===== src/rtl/rv_decode_cfg.svh =====
`ifndef RV_DECODE_CFG_SVH
`define RV_DECODE_CFG_SVH

// ==================================================
// Decode stage build options
// ==================================================

// Register and instruction width, decoder written for 32
`define RV_XLEN 32

// A extension opcode, 0 makes it illegal
`define RV_ATOMIC_EN 1

`endif


===== src/rtl/rv_decode_pkg.sv =====
`include "rv_decode_cfg.svh"

package rv_decode_pkg;

    // ==================================================
    // Instruction field types
    // ==================================================
    typedef logic [31:0]          instr_t;
    typedef logic [`RV_XLEN-1:0]  word_t;      // Immediates and trap value
    typedef logic [6:0]           opcode_t;
    typedef logic [2:0]           funct3_t;
    typedef logic [6:0]           funct7_t;
    typedef logic [4:0]           reg_idx_t;
    typedef logic [3:0]           op_class_t;

    // ==================================================
    // RV32 major opcodes
    // ==================================================
    localparam opcode_t LW_OPCODE        = 7'b0000011;
    localparam opcode_t SW_OPCODE        = 7'b0100011;
    localparam opcode_t JAL_OPCODE       = 7'b1101111;
    localparam opcode_t CSR_OPCODE       = 7'b1110011;   // Also ecall/ebreak
    localparam opcode_t JALR_OPCODE      = 7'b1100111;
    localparam opcode_t AUIPC_OPCODE     = 7'b0010111;
    localparam opcode_t BRANCH_OPCODE    = 7'b1100011;
    localparam opcode_t IMMEDIATE_OPCODE = 7'b0010011;
    localparam opcode_t RTYPE_OPCODE     = 7'b0110011;
    localparam opcode_t ATOMIC_OPCODE    = 7'b0101111;
    localparam opcode_t LUI_OPCODE       = 7'b0110111;

    // ==================================================
    // Operation classes
    // ==================================================
    localparam op_class_t CLS_NONE    = 4'd0;    // Unknown encoding
    localparam op_class_t CLS_LOAD    = 4'd1;
    localparam op_class_t CLS_STORE   = 4'd2;
    localparam op_class_t CLS_JUMP    = 4'd3;    // JAL and JALR
    localparam op_class_t CLS_BRANCH  = 4'd4;
    localparam op_class_t CLS_ALU_IMM = 4'd5;
    localparam op_class_t CLS_ALU_REG = 4'd6;
    localparam op_class_t CLS_UPPER   = 4'd7;    // LUI and AUIPC
    localparam op_class_t CLS_SYSTEM  = 4'd8;
    localparam op_class_t CLS_ATOMIC  = 4'd9;

endpackage


===== src/rtl/invalid_ir_check.sv =====
`timescale 1ns/1ps
`include "rv_decode_cfg.svh"

module invalid_ir_check (
    input  rv_decode_pkg::instr_t instr_i,
    output logic                  invalid_instruction_o
);

    import rv_decode_pkg::*;

    opcode_t opcode;
    funct3_t funct3;

    assign opcode = instr_i[6:0];
    assign funct3 = instr_i[14:12];

    // ==================================================
    // Legality per opcode and funct3
    // ==================================================
    always_comb begin : ir_invalid_checker
        unique case (opcode)
            LW_OPCODE: begin
                unique case (funct3)
                    3'b000, 3'b001, 3'b010, 3'b100, 3'b101: invalid_instruction_o = 1'b0;
                    default: invalid_instruction_o = 1'b1;   // No LD/LWU on RV32
                endcase
            end
            SW_OPCODE: begin
                unique case (funct3)
                    3'b000, 3'b001, 3'b010: invalid_instruction_o = 1'b0;
                    default: invalid_instruction_o = 1'b1;
                endcase
            end
            JAL_OPCODE: begin
                invalid_instruction_o = 1'b0;
            end
            CSR_OPCODE: begin
                unique case (funct3)
                    3'b011, 3'b111: invalid_instruction_o = 1'b1;   // Reserved
                    default: invalid_instruction_o = 1'b0;
                endcase
            end
            JALR_OPCODE: begin
                invalid_instruction_o = (funct3 == 3'b000) ? 1'b0 : 1'b1;
            end
            AUIPC_OPCODE: begin
                invalid_instruction_o = 1'b0;
            end
            BRANCH_OPCODE: begin
                unique case (funct3)
                    3'b010, 3'b011: invalid_instruction_o = 1'b1;   // Holes in the table
                    default: invalid_instruction_o = 1'b0;
                endcase
            end
            IMMEDIATE_OPCODE: begin
                invalid_instruction_o = 1'b0;
            end
            RTYPE_OPCODE: begin
                invalid_instruction_o = 1'b0;
            end
            ATOMIC_OPCODE: begin
                invalid_instruction_o = (`RV_ATOMIC_EN != 0) ? 1'b0 : 1'b1;
            end
            LUI_OPCODE: begin
                invalid_instruction_o = 1'b0;
            end
            default: begin
                invalid_instruction_o = 1'b1;
            end
        endcase
    end

endmodule


===== src/rtl/instr_decoder.sv =====
`timescale 1ns/1ps
`include "rv_decode_cfg.svh"

module instr_decoder (
    input  rv_decode_pkg::instr_t    instr_i,
    output rv_decode_pkg::reg_idx_t  rd_o,
    output rv_decode_pkg::reg_idx_t  rs1_o,
    output rv_decode_pkg::reg_idx_t  rs2_o,
    output rv_decode_pkg::funct3_t   funct3_o,
    output rv_decode_pkg::funct7_t   funct7_o,
    output rv_decode_pkg::word_t     imm_o,
    output rv_decode_pkg::op_class_t op_class_o,
    output logic                     rd_we_o
);

    import rv_decode_pkg::*;

    opcode_t opcode;
    word_t   imm_i_type;
    word_t   imm_s_type;
    word_t   imm_b_type;
    word_t   imm_u_type;
    word_t   imm_j_type;

    // ==================================================
    // Field split
    // ==================================================
    assign opcode   = instr_i[6:0];
    assign rd_o     = instr_i[11:7];
    assign funct3_o = instr_i[14:12];
    assign rs1_o    = instr_i[19:15];
    assign rs2_o    = instr_i[24:20];
    assign funct7_o = instr_i[31:25];

    // ==================================================
    // Immediate formats, all sign-extended from bit 31
    // ==================================================
    assign imm_i_type = {{20{instr_i[31]}}, instr_i[31:20]};
    assign imm_s_type = {{20{instr_i[31]}}, instr_i[31:25], instr_i[11:7]};
    assign imm_b_type = {{19{instr_i[31]}}, instr_i[31], instr_i[7],
                         instr_i[30:25], instr_i[11:8], 1'b0};
    assign imm_u_type = {instr_i[31:12], 12'b0};
    assign imm_j_type = {{11{instr_i[31]}}, instr_i[31], instr_i[19:12],
                         instr_i[20], instr_i[30:21], 1'b0};

    always_comb begin : imm_select
        unique case (opcode)
            LW_OPCODE,
            JALR_OPCODE,
            IMMEDIATE_OPCODE,
            CSR_OPCODE: begin
                imm_o = imm_i_type;   // CSR address sits here
            end
            SW_OPCODE: begin
                imm_o = imm_s_type;
            end
            BRANCH_OPCODE: begin
                imm_o = imm_b_type;
            end
            LUI_OPCODE,
            AUIPC_OPCODE: begin
                imm_o = imm_u_type;
            end
            JAL_OPCODE: begin
                imm_o = imm_j_type;
            end
            default: begin
                imm_o = '0;           // R-type, atomic, unknown
            end
        endcase
    end

    // ==================================================
    // Operation class
    // ==================================================
    always_comb begin : class_map
        unique case (opcode)
            LW_OPCODE:        op_class_o = CLS_LOAD;
            SW_OPCODE:        op_class_o = CLS_STORE;
            JAL_OPCODE:       op_class_o = CLS_JUMP;
            JALR_OPCODE:      op_class_o = CLS_JUMP;
            BRANCH_OPCODE:    op_class_o = CLS_BRANCH;
            IMMEDIATE_OPCODE: op_class_o = CLS_ALU_IMM;
            RTYPE_OPCODE:     op_class_o = CLS_ALU_REG;
            LUI_OPCODE:       op_class_o = CLS_UPPER;
            AUIPC_OPCODE:     op_class_o = CLS_UPPER;
            CSR_OPCODE:       op_class_o = CLS_SYSTEM;
            ATOMIC_OPCODE: begin
                op_class_o = (`RV_ATOMIC_EN != 0) ? CLS_ATOMIC : CLS_NONE;
            end
            default:          op_class_o = CLS_NONE;
        endcase
    end

    // Writes to x0 are dropped here already
    assign rd_we_o = (op_class_o != CLS_STORE) &&
                     (op_class_o != CLS_BRANCH) &&
                     (rd_o != 5'd0);

endmodule


===== src/rtl/decode_stage.sv =====
`timescale 1ns/1ps
`include "rv_decode_cfg.svh"

module decode_stage (
    input  logic                     clk,
    input  logic                     arst_n_i,
    input  logic                     instr_valid_i,
    input  rv_decode_pkg::instr_t    instr_i,
    output logic                     dec_valid_o,
    output logic                     illegal_o,
    output rv_decode_pkg::word_t     mtval_o,
    output rv_decode_pkg::op_class_t op_class_o,
    output rv_decode_pkg::reg_idx_t  rd_o,
    output rv_decode_pkg::reg_idx_t  rs1_o,
    output rv_decode_pkg::reg_idx_t  rs2_o,
    output rv_decode_pkg::funct3_t   funct3_o,
    output rv_decode_pkg::word_t     imm_o,
    output logic                     rd_we_o
);

    import rv_decode_pkg::*;

    instr_t    ir_q;
    logic      ir_valid_q;
    logic      chk_illegal;
    reg_idx_t  dec_rd;
    reg_idx_t  dec_rs1;
    reg_idx_t  dec_rs2;
    funct3_t   dec_funct3;
    word_t     dec_imm;
    op_class_t dec_class;
    logic      dec_rd_we;

    // ==================================================
    // Stage 1, instruction register
    // ==================================================
    always_ff @(posedge clk or negedge arst_n_i) begin
        if (!arst_n_i) begin
            ir_valid_q <= 1'b0;
            ir_q       <= '0;
        end else begin
            ir_valid_q <= instr_valid_i;
            if (instr_valid_i) begin
                ir_q <= instr_i;
            end
        end
    end

    invalid_ir_check i_invalid_ir_check (
        .instr_i               (ir_q),
        .invalid_instruction_o (chk_illegal)
    );

    instr_decoder i_instr_decoder (
        .instr_i    (ir_q),
        .rd_o       (dec_rd),
        .rs1_o      (dec_rs1),
        .rs2_o      (dec_rs2),
        .funct3_o   (dec_funct3),
        .funct7_o   (),              // Not needed past decode
        .imm_o      (dec_imm),
        .op_class_o (dec_class),
        .rd_we_o    (dec_rd_we)
    );

    // ==================================================
    // Stage 2, decoded output register
    // ==================================================
    always_ff @(posedge clk or negedge arst_n_i) begin
        if (!arst_n_i) begin
            dec_valid_o <= 1'b0;
            illegal_o   <= 1'b0;
            mtval_o     <= '0;
            op_class_o  <= CLS_NONE;
            rd_o        <= '0;
            rs1_o       <= '0;
            rs2_o       <= '0;
            funct3_o    <= '0;
            imm_o       <= '0;
            rd_we_o     <= 1'b0;
        end else begin
            dec_valid_o <= ir_valid_q;
            illegal_o   <= ir_valid_q & chk_illegal;   // Never high without valid
            if (ir_valid_q) begin
                mtval_o    <= chk_illegal ? ir_q[`RV_XLEN-1:0] : '0;
                op_class_o <= dec_class;
                rd_o       <= dec_rd;
                rs1_o      <= dec_rs1;
                rs2_o      <= dec_rs2;
                funct3_o   <= dec_funct3;
                imm_o      <= dec_imm;
                rd_we_o    <= dec_rd_we & ~chk_illegal;   // Faulting instr never writes
            end
        end
    end

endmodule


===== config.mk =====
export PLATFORM = sky130hd
export DESIGN_NAME = decode_stage
export DESIGN_NICKNAME = d
export VERILOG_FILES = /design/src/rtl/rv_decode_pkg.sv /design/src/rtl/invalid_ir_check.sv /design/src/rtl/instr_decoder.sv /design/src/rtl/decode_stage.sv
export VERILOG_INCLUDE_DIRS = /design/src /design/src/rtl
export SDC_FILE = /design/constraint.sdc
export NUM_CORES = 1
export LEC_CHECK = 0
export BUFFER_PORTS_ARGS = -buffer_cell sky130_fd_sc_hd__buf_2
export CAP_MARGIN = 10
export CORE_MARGIN = 3
export CORE_UTILIZATION = 35
export DETAILED_ROUTE_END_ITERATION = 8
export PLACE_DENSITY = 0.64
export RECOVER_POWER = 50
export SETUP_SLACK_MARGIN = 0.3
export SYNTH_ARGS = -nofsm -noshare
export SYNTH_HDL_FRONTEND = slang
export SYNTH_SLANG_ARGS = --single-unit

===== constraint.sdc =====
create_clock -name clk -period 2.19 [get_ports clk]
set_input_delay 0.219 -clock clk [delete_from_list [all_inputs] [get_ports clk]]
set_output_delay 0.219 -clock clk [all_outputs]
set_load 0.1 [all_outputs]

==> results of run 1 <==
-- kinds of logic after synthesis --
| family | count (synthesis) | synth area share [%] |
|---|---|---|
| AOI/OAI and AO/OA | 106 | 16.8 |
| muxes | 79 | 15.8 |
| xor gates and xnor gates | 2 | 0.326 |
| buffers and inverters | 38 | 3.51 |
| DFF | 122 | 56.8 |
| and+or+nand+nor | 70 | 6.72 |
-- sequential cells by signal, summed over array words and instances (netlist names) --
name	count
dec_valid_o	1
funct3_o	3
illegal_o	1
imm_o	32
ir_q	32
ir_valid_q	1
mtval_o	32
op_class_o	4
rd_o	5
rd_we_o	1
rs1_o	5
rs2_o	5
-- Yosys cell counts (6+ instances only) --
cell | number | area, sq um
nand2_1 | 19 | 71.3
clkbuf_1 | 19 | 71.3
a221o_1 | 11 | 110
a21oi_1 | 10 | 50.1
a21oi_2 | 30 | 263
a31oi_1 | 9 | 56.3
a2bb2oi_1 | 6 | 52.6
dfrtp_1 | 122 | 3050
o21ai_0 | 7 | 35.0
mux2_2 | 49 | 552
nor2b_1 | 8 | 50.1
a22o_1 | 6 | 52.6
mux2i_1 | 30 | 300
nor2_1 | 18 | 67.6
-- routing by layer --
metal	global-route usage, %	routed length (microns)
met2	28.1	7220
met4	7.27	153
met1	24.7	6740
met5	0	0
met3	5.57	957
-- through the flow --
| stage | setup WS, ps | cell area [sq um] |
|---|---|---|
| floorplan | 341 | 5380 |
| global placement | 168 | 6320 |
| detailed placement | 62.5 | 6320 |
| CTS | 296 | 7170 |
| global route | 156 | 7210 |
| finish | 286 | 7210 |
-- critical path, cell delays in order, from the launching register on --
cell and delay (ps):
dfrtp_2 430, or4b_4 550, a2111oi_4 360, a41oi_4 110, buf_12 240, a21oi_2 120
-- where the power goes --
group / total [mW] / internal (mW) / switching [mW]
Combinational: 2.52 / 0.530 / 1.99
Clock: 2.77 / 1.70 / 1.07
Sequential: 2.72 / 2.52 / 0.206
-- what timing repair did --
item                                   CTS  global route
hold buffers                             1             0
endpoints found under the hold margin   51             0
setup endpoints to repair               58            58
gates resized for setup                 23            17
cloned                                   3             0
setup buffers                            9             2
pin swaps                                4             5
-- worst paths after layout --
check | from | endpoint
worst max-delay path | ir_q[6] | mtval_o[17]
worst min-delay path | instr_i[9] | ir_q[9]
worst max register to register | ir_q[6] | mtval_o[17]
worst min register to register | op_class_o[0] | op_class_o[0]
max in group asynchronous | arst_n_i | imm_o[19]
min in group asynchronous | arst_n_i | imm_o[8]
-- area by class of cell --
class,count,area (sq um),share of cell area (%)
Inverter,4,15.0,0.208
Tap cell,184,230,3.19
Clock inverter,14,149,2.07
Sequential cell,122,3060,42.5
Timing Repair Buffer,169,1080,15.0
Multi-Input combinational cell,257,2230,30.9
Clock buffer,18,439,6.09
-- placed cells by master (no fill, tap or decap), drive strengths merged, types with 8 or more instances in the layout --
| cell type | instances |
|---|---|
| buf | 163 |
| clkbuf | 23 |
| a221o | 11 |
| mux2i | 30 |
| a21oi | 40 |
| o21ai | 8 |
| nand2 | 19 |
| clkinv | 8 |
| nor2 | 18 |
| nor2b | 8 |
| a31oi | 9 |
| dfrtp | 122 |
| mux2 | 49 |
==> metrics.md, run 1 <==
| Metric | Value |
|---|---|
| Core Region | 0.0148 sq mm |
| Total GRT Usage | 18.4% |
| IO Pins | 124 |
| Rows | 44 |
| Initial core utilization | 36.4% |
| Antenna cells | 0 |
| Vias in the first global route | 4194 |
| Cts bufs inserted | 17 |
| R2R Setup Slk | 290 ps |
| Layout area overhead | 34.0% |
| Setup crit start kind | flip-flop |
| Post-Syn Nets | 452 |
| Most common flop cell mapped by yosys | dfrtp_1 |
| CP endpoint kind | flip-flop |
| CTS Root Cell | clkbuf_16 |
| Status | finished, final reports clean |
| Leak pwr | 3.32 nW |
| Max cap viols | 0 |
| Global-route wire length before repair | 23500 microns |
| Yosys cell types | 52 |
| Cell Area, Synth | 0.00538 sq mm |
| CTS tree | yes |
| Die ar. | 0.0169 sq mm |
| Routed WL | 15100 microns |
| WHS | 30.1 ps |
| Slew headroom | 9.02% |
| Overflow left after global routing | 0 |
| TritonRoute pass-1 iters | 4 |
| Fillers | 1320 |
| Tot Pwr | 8.02 mW |
| Drt wl/cell | 19.6 microns |
| Final HPWL DP | 10100 microns |
| Input/output buffers | 123 |
| DRC viols | 0 |
| Setup Skew | 9.84 ps |
| Dpl cells | 721 |
| Post-synth EDFFs | 0 |
| Fin cells | 768 |
| H-tree Lvls | 4 |
| Final worst-path cycle share | 87.0% |
| Worst Path Arrival | 2250 ps |
| Finish-stage setup viols | 0 |
| Hold crit path type | primary input to flip-flop |
| Worst R2R Path Depth | 5 |
| Worst vdd ir | 0.623 mV |
| Pins Over Slew Limit | 0 |
| Vias/cell | 5.26 |
| Worst-margin pin slew | 1360 ps |
| Die width | 130 microns |
| DR iter-0 viols | 218 |
| Mapped Cells | 417 |
| Fraction of layout cells with a size suffix above 1 | 51.7% |
| WS Path Type | flip-flop to flip-flop |
| RD Place Congestion | 0.801 |
| # nets final | 606 |
| Setup tns final | 0 ps |
| DRT antenna net count | 0 |
| CTS sink cnt | 122 |
| Final Util | 48.9% |
| CP Max Fanout | 19 |
| Fmax | 525 MHz |
| Die Height | 130 microns |
| Largest net degree at the start of global routing | 55 |
| Post-synth ARST share | 100% |
| Mapped Avg Cell Area | 12.9 sq um |
| Min Tclk post-route | 1900 ps |
| Worst-path clk slew | 60 ps |
| Power Density | 1110 mW/mm^2 |
| Initial antenna violation count | 0 |
| Vias | 4039 |
| RSZ-0062 raised after global routing | true |
| Worst-skew pair later-pin latency | 420 ps |
| Register bit total from synthesis | 122 |
| Synthesis Warnings | 0 |
| Hold path depth | 2 |
| Final hold violation count | 0 |
| CTS Buffer Depth | 2 |
| WP data required | 2530 ps |
| Share of the yosys chip area belonging to registers | 56.8% |
(Power assumes the default switching activity.)
==> inputs of run 2 (changes only) <==
--- a/config.mk
+++ b/config.mk
@@ -11,9 +11,10 @@
 export CORE_MARGIN = 3
 export CORE_UTILIZATION = 35
 export DETAILED_ROUTE_END_ITERATION = 8
-export PLACE_DENSITY = 0.64
+export PLACE_DENSITY = 0.63
 export RECOVER_POWER = 50
 export SETUP_SLACK_MARGIN = 0.3
 export SYNTH_ARGS = -nofsm -noshare
 export SYNTH_HDL_FRONTEND = slang
+export SYNTH_HIERARCHICAL = 1
 export SYNTH_SLANG_ARGS = --single-unit
==> run 2 against run 1 <==
Register-to-register slack gained 100 ps. Fmax grew 3.4%. Non-clock buffer count is 25 lower. Utilization shrank 4.8 points. Die area rose by 8.2%. Critical path type is now flip-flop to output pin.
==> metrics.md, run 2 <==
| Metric | Value |
|---|---|
| Fraction of layout cells with a size suffix above 1 | 55.0% |
| Setup tns final | 0 ps |
| RD Place Congestion | 0.841 |
| Post-Syn Nets | 493 |
| Die width | 135 microns |
| Buf/Inv on CP | 1 |
| Final worst-path cycle share | 84.1% |
| Status | finished, final reports clean |
| H-tree Lvls | 4 |
| CTS sink cnt | 122 |
| Antenna cells | 0 |
| Finish-stage setup viols | 0 |
| Total GRT Usage | 15.9% |
| Setup crit start kind | flip-flop |
| Die ar. | 0.0183 sq mm |
| TritonRoute pass-1 iters | 4 |
| Core Region | 0.0161 sq mm |
| Worst vdd ir | 0.542 mV |
| DR iter-0 viols | 157 |
| Cts bufs inserted | 17 |
| Slowest stage delay, CP | 870 ps |
| Initial core utilization | 36.2% |
| Final HPWL DP | 10000 microns |
| Min Tclk post-route | 1840 ps |
| Critical path's slowest cell | clkbuf_1 |
| Worst-margin pin slew | 1220 ps |
| DRC viols | 0 |
| Cell Area, Synth | 0.00584 sq mm |
| Hold path depth | 2 |
| WS Path Type | flip-flop to output pin |
| Fmax | 543 MHz |
| Layout area overhead | 21.5% |
| Final hold violation count | 0 |
| Rows | 46 |
| Tot Pwr | 7.42 mW |
| Top Registers | imm_o: 32 flops, ir_q: 32 flops, mtval_o: 32 flops |
| Most frequent cells in the layout | dfrtp_1, buf_2, mux2_2 |
| Leak pwr | 3.60 nW |
| Critical-path cell list | clkbuf_1 |
| Hold crit path type | primary input to flip-flop |
| Synthesis Warnings | 6 |
| WP data required | 1970 ps |
| Drt wl/cell | 17.5 microns |
| Mapped Avg Cell Area | 12.7 sq um |
| Delay-heaviest family, CP | buffers and inverters |
| Worst-path clk slew | 50 ps |
| Vias in the first global route | 4118 |
| Vias | 3897 |
| Input/output buffers | 123 |
| IO Pins | 124 |
| Worst Path Arrival | 1620 ps |
| Pins Over Slew Limit | 0 |
| Largest net degree at the start of global routing | 46 |
| Commonest non-fill, non-tap cell in the layout | dfrtp_1 |
| Initial antenna violation count | 0 |
| CTS tree | yes |
| CTS Buffer Depth | 2 |
| Max cap viols | 0 |
| Worst-skew pair later-pin latency | 410 ps |
| Vias/cell | 4.85 |
| CP Depth | 1 |
| Overflow left after global routing | 0 |
| DRT antenna net count | 0 |
| R2R Setup Slk | 390 ps |
| Setup Skew | 7.46 ps |
| Die Height | 135 microns |
| CP Max Fanout | 2 |
| Power Density | 1050 mW/mm^2 |
| # nets final | 610 |
| Mapped Cells | 458 |
| Worst R2R Path Depth | 6 |
| Global-route wire length before repair | 22300 microns |
| CTS Root Cell | clkbuf_16 |
| Slew headroom | 19.0% |
| RSZ-0062 raised after global routing | false |
| Routed WL | 14100 microns |
| CP endpoint kind | output pin |
## run 2: timing repair
item                       in CTS  in global routing
buffers inserted                0                  1
pin swaps                       0                  2
hold endpoints to repair       41                  0
setup endpoints to repair      21                 27
resized for setup               5                  7
hold buffers                    1                  0
## run 2: cell type report
type | instances | area [sq um]
clock buffer | 23 | 478
clock inverter | 8 | 70.1
fill | 1547 | 9020
inverter | 36 | 135
multi-input combinational | 254 | 2250
sequential | 122 | 3060
tap | 216 | 270
timing repair buffer | 144 | 827
## run 2: where the power goes
part | leakage (nW) | total, mW | internal [mW] | switching, mW
clock network | 0.269 | 2.60 | 1.63 | 0.967
registers | 1.52 | 2.70 | 2.49 | 0.216
logic | 1.81 | 2.12 | 0.438 | 1.68
total | 3.60 | 7.42 | 4.55 | 2.86
## run 2: metal layers
| layer | vias up | share of wire, % | GRT usage [%] | routed length [microns] |
|---|---|---|---|---|
| met2 | 116 | 49 | 25.4 | 6870 |
| met5 | - | 0 | 0 | 0 |
| met3 | 24 | 6.3 | 5.16 | 885 |
| met1 | 1937 | 43 | 20.0 | 5980 |
| li1 | 1820 | - | - | - |
| met4 | 0 | 2.2 | 6.72 | 314 |
## run 2: per-stage QoR
step	hold WS (ps)	cell area (sq um)	worst slack (ps)	std cells	util, %
final	32.7	7090	348	803	44.0
after global routing	21.9	7090	264	803	44.0
after CTS	13.5	7090	343	802	44.0
after detailed placement	272	6520	118	770	40.5
after global placement	262	6520	227	770	40.5
after floorplan	-76.6	5840	467	458	-
## run 2: path summary, 6_finish.rpt
kind,from,end
min in group asynchronous,arst_n_i,ir_q[16]
max in group asynchronous,arst_n_i,ir_q[5]
worst min register to register,rd_o[4],rd_o[4]
worst min-delay path,instr_i[4],ir_q[4]
worst max register to register,ir_q[4],imm_o[11]
worst max-delay path,imm_o[18],imm_o[18]
==> inputs of run 3 (changes only) <==
--- a/config.mk
+++ b/config.mk
@@ -11,7 +11,7 @@
 export CORE_MARGIN = 3
 export CORE_UTILIZATION = 35
 export DETAILED_ROUTE_END_ITERATION = 8
-export PLACE_DENSITY = 0.63
+export PLACE_DENSITY = 0.65
 export RECOVER_POWER = 50
 export SETUP_SLACK_MARGIN = 0.3
 export SYNTH_ARGS = -nofsm -noshare
==> constraint.sdc (replaced) <==
create_clock -name clk -period 1.6 [get_ports clk]
set_input_delay 0.16 -clock clk [delete_from_list [all_inputs] [get_ports clk]]
set_output_delay 0.16 -clock clk [all_outputs]
set_load 0.1 [all_outputs]
==> run 3 against run 2 <==
Largest cell class unchanged. Critical endpoint is now imm_o[8]. Clock power grew 50%. Die area stayed put. Via count rose by 12%. Cell area grew 22%. The flow now finishes with violations (setup timing). Register-to-register slack got worse by 540 ps. Setup slack worse by 500 ps. Critical path depth grew 7.
==> metrics.md, run 3 (synthesis results as in run 2) <==
| Metric | Value |
|---|---|
| Total GRT Usage | 17.8% |
| Largest net degree at the start of global routing | 46 |
| Final hold violation count | 0 |
| DR iter-0 viols | 246 |
| Setup Skew | 7.48 ps |
| CTS sink cnt | 122 |
| Min Tclk post-route | 1750 ps |
| Input/output buffers | 123 |
| GR Util met3 | 4.79% |
| TritonRoute pass-1 iters | 4 |
| Pre-CTS WS | -140 ps |
| Register area | 0.00306 sq mm |
| Top Registers | imm_o: 32 flops, ir_q: 32 flops, mtval_o: 32 flops |
| Drt wl/cell | 18.7 microns |
| Commonest non-fill, non-tap cell in the layout | buf_4 |
| WS Path Type | flip-flop to flip-flop |
| Vias/cell | 4.94 |
| Overflow left after global routing | 0 |
| Die width | 135 microns |
| Met2 Resource Use GR | 28.9% |
| Cts bufs inserted | 17 |
| Worst-skew pair later-pin latency | 410 ps |
| Slew headroom | 19.1% |
| Leak pwr | 4.23 nW |
| Worst Path Arrival | 2040 ps |
| CTS Root Cell | clkbuf_16 |
| CTS tree | yes |
| Failing checks | setup timing |
| Routed WL | 16600 microns |
| Fillers | 1358 |
| Initial antenna violation count | 0 |
| DRC viols | 0 |
| Pins Over Slew Limit | 0 |
| RD Place Congestion | 0.848 |
| WP data required | 1890 ps |
| Area of the multi-input gates | 0.00260 sq mm |
| Dpl cells | 795 |
| DRT antenna net count | 0 |
| Die Height | 135 microns |
| CP Max Fanout | 6 |
| Status | complete, but fails checks |
| Initial core utilization | 36.2% |
| Worst-path clk slew | 50 ps |
| Worst-margin pin slew | 1210 ps |
| Rows | 46 |
| Core Region | 0.0161 sq mm |
| Power Density | 1300 mW/mm^2 |
| Most frequent cells in the layout | buf_4, dfrtp_1, mux2_2 |
| Final Util | 53.5% |
| # nets final | 693 |
| Antenna cells | 0 |
| Die ar. | 0.0183 sq mm |
| Vias | 4382 |
| Final worst-path cycle share | 109% |
| Finish-stage setup viols | 55 |
| Setup crit start kind | flip-flop |
| IO Pins | 124 |
| Worst Setup Slack, final | -147 ps |
| Layout area overhead | 47.7% |
| Max cap viols | 0 |
| Fmax | 572 MHz |
| GR peak layer | met2 |
| CTS Buffer Depth | 2 |
| H-tree Lvls | 4 |
| CP endpoint kind | flip-flop |
| Fin cells | 887 |
| Hold crit path type | primary input to flip-flop |
| Fraction of layout cells with a size suffix above 1 | 63.0% |
| Global-route wire length before repair | 25300 microns |
| Grt met1 use | 22.7% |
| Final HPWL DP | 10300 microns |
| RSZ-0062 raised after global routing | true |
| Worst vdd ir | 0.830 mV |
| Vias in the first global route | 4495 |
[run 3: cell types whose count changed in the layout (fill, tap and decap cells not counted), moves of 7 or more]
cell,before,now
a21oi_1,11,4
mux2_2,73,46
dlygate4sd3_1,1,31
buf_6,1,22
mux2_4,5,34
and3_4,0,8
buf_4,11,124
and3_1,8,1
buf_2,116,34
[run 3: what timing repair did]
| item | in CTS | in global routing |
|---|---|---|
| endpoints found under the setup margin | 170 | 87 |
| setup buffers | 8 | 17 |
| resized for setup | 147 | 54 |
| hold endpoints to repair | 72 | 0 |
| cloned | 3 | 1 |
| hold buffers | 31 | 0 |
| pin swaps | 14 | 23 |
[run 3: final cells by class]
cell class,count,share of cell area [%]
clock buffers,24,5.58
clock inverters,8,1.36
inverters,36,1.62
multi-input cells,254,30.1
flip-flops and latches,122,35.5
well taps,216,3.13
repair buffers,227,22.7
[run 3: per-stage QoR]
stage | power [mW] | hold WS, ps | instance area, sq um | setup TNS, ps
2_1_floorplan | 6.17 | -136 | 5910 | -702
3_3_place_gp | 6.75 | 126 | 6820 | -2050
6_report | 11.2 | 20.7 | 8630 | -3630
5_1_grt | 11.6 | 18.4 | 8630 | -8440
4_1_cts | 11.1 | 9.47 | 8270 | -3150
3_5_place_dp | 6.79 | 129 | 6820 | -5430
[run 3: per-layer routing]
metal  wire [microns]  share of wire [%]
met1             7140                 43
met2             8120                 49
met3              924                5.6
met4              426                2.6
met5                0                  0
[run 3: worst max-delay path, cell delays in order (launching register included)]
cell	delay (ps)
dfrtp_2	440
and2_4	170
o211ai_1	190
buf_4	170
buf_6	90
buf_6	100
nand2_8	50
and3_4	160
mux2_2	260
[run 3: final timing paths]
check                               from            end  slack [ps]  cells past startpoint
min in group asynchronous       arst_n_i     mtval_o[8]         550                      2
max                              ir_q[6]       imm_o[8]        -150                      8
min                           instr_i[4]        ir_q[4]          20                      2
min reg2reg                op_class_o[1]  op_class_o[1]         510                      1
max reg2reg                      ir_q[6]       imm_o[8]        -150                      8
max in group asynchronous       arst_n_i      imm_o[29]         200                      3
[run 3: power by group]
group          internal, mW  total [mW]  switching [mW]
clock                  2.56        3.91            1.35
combinational          1.07        3.57            2.50
sequential             3.40        3.70           0.300
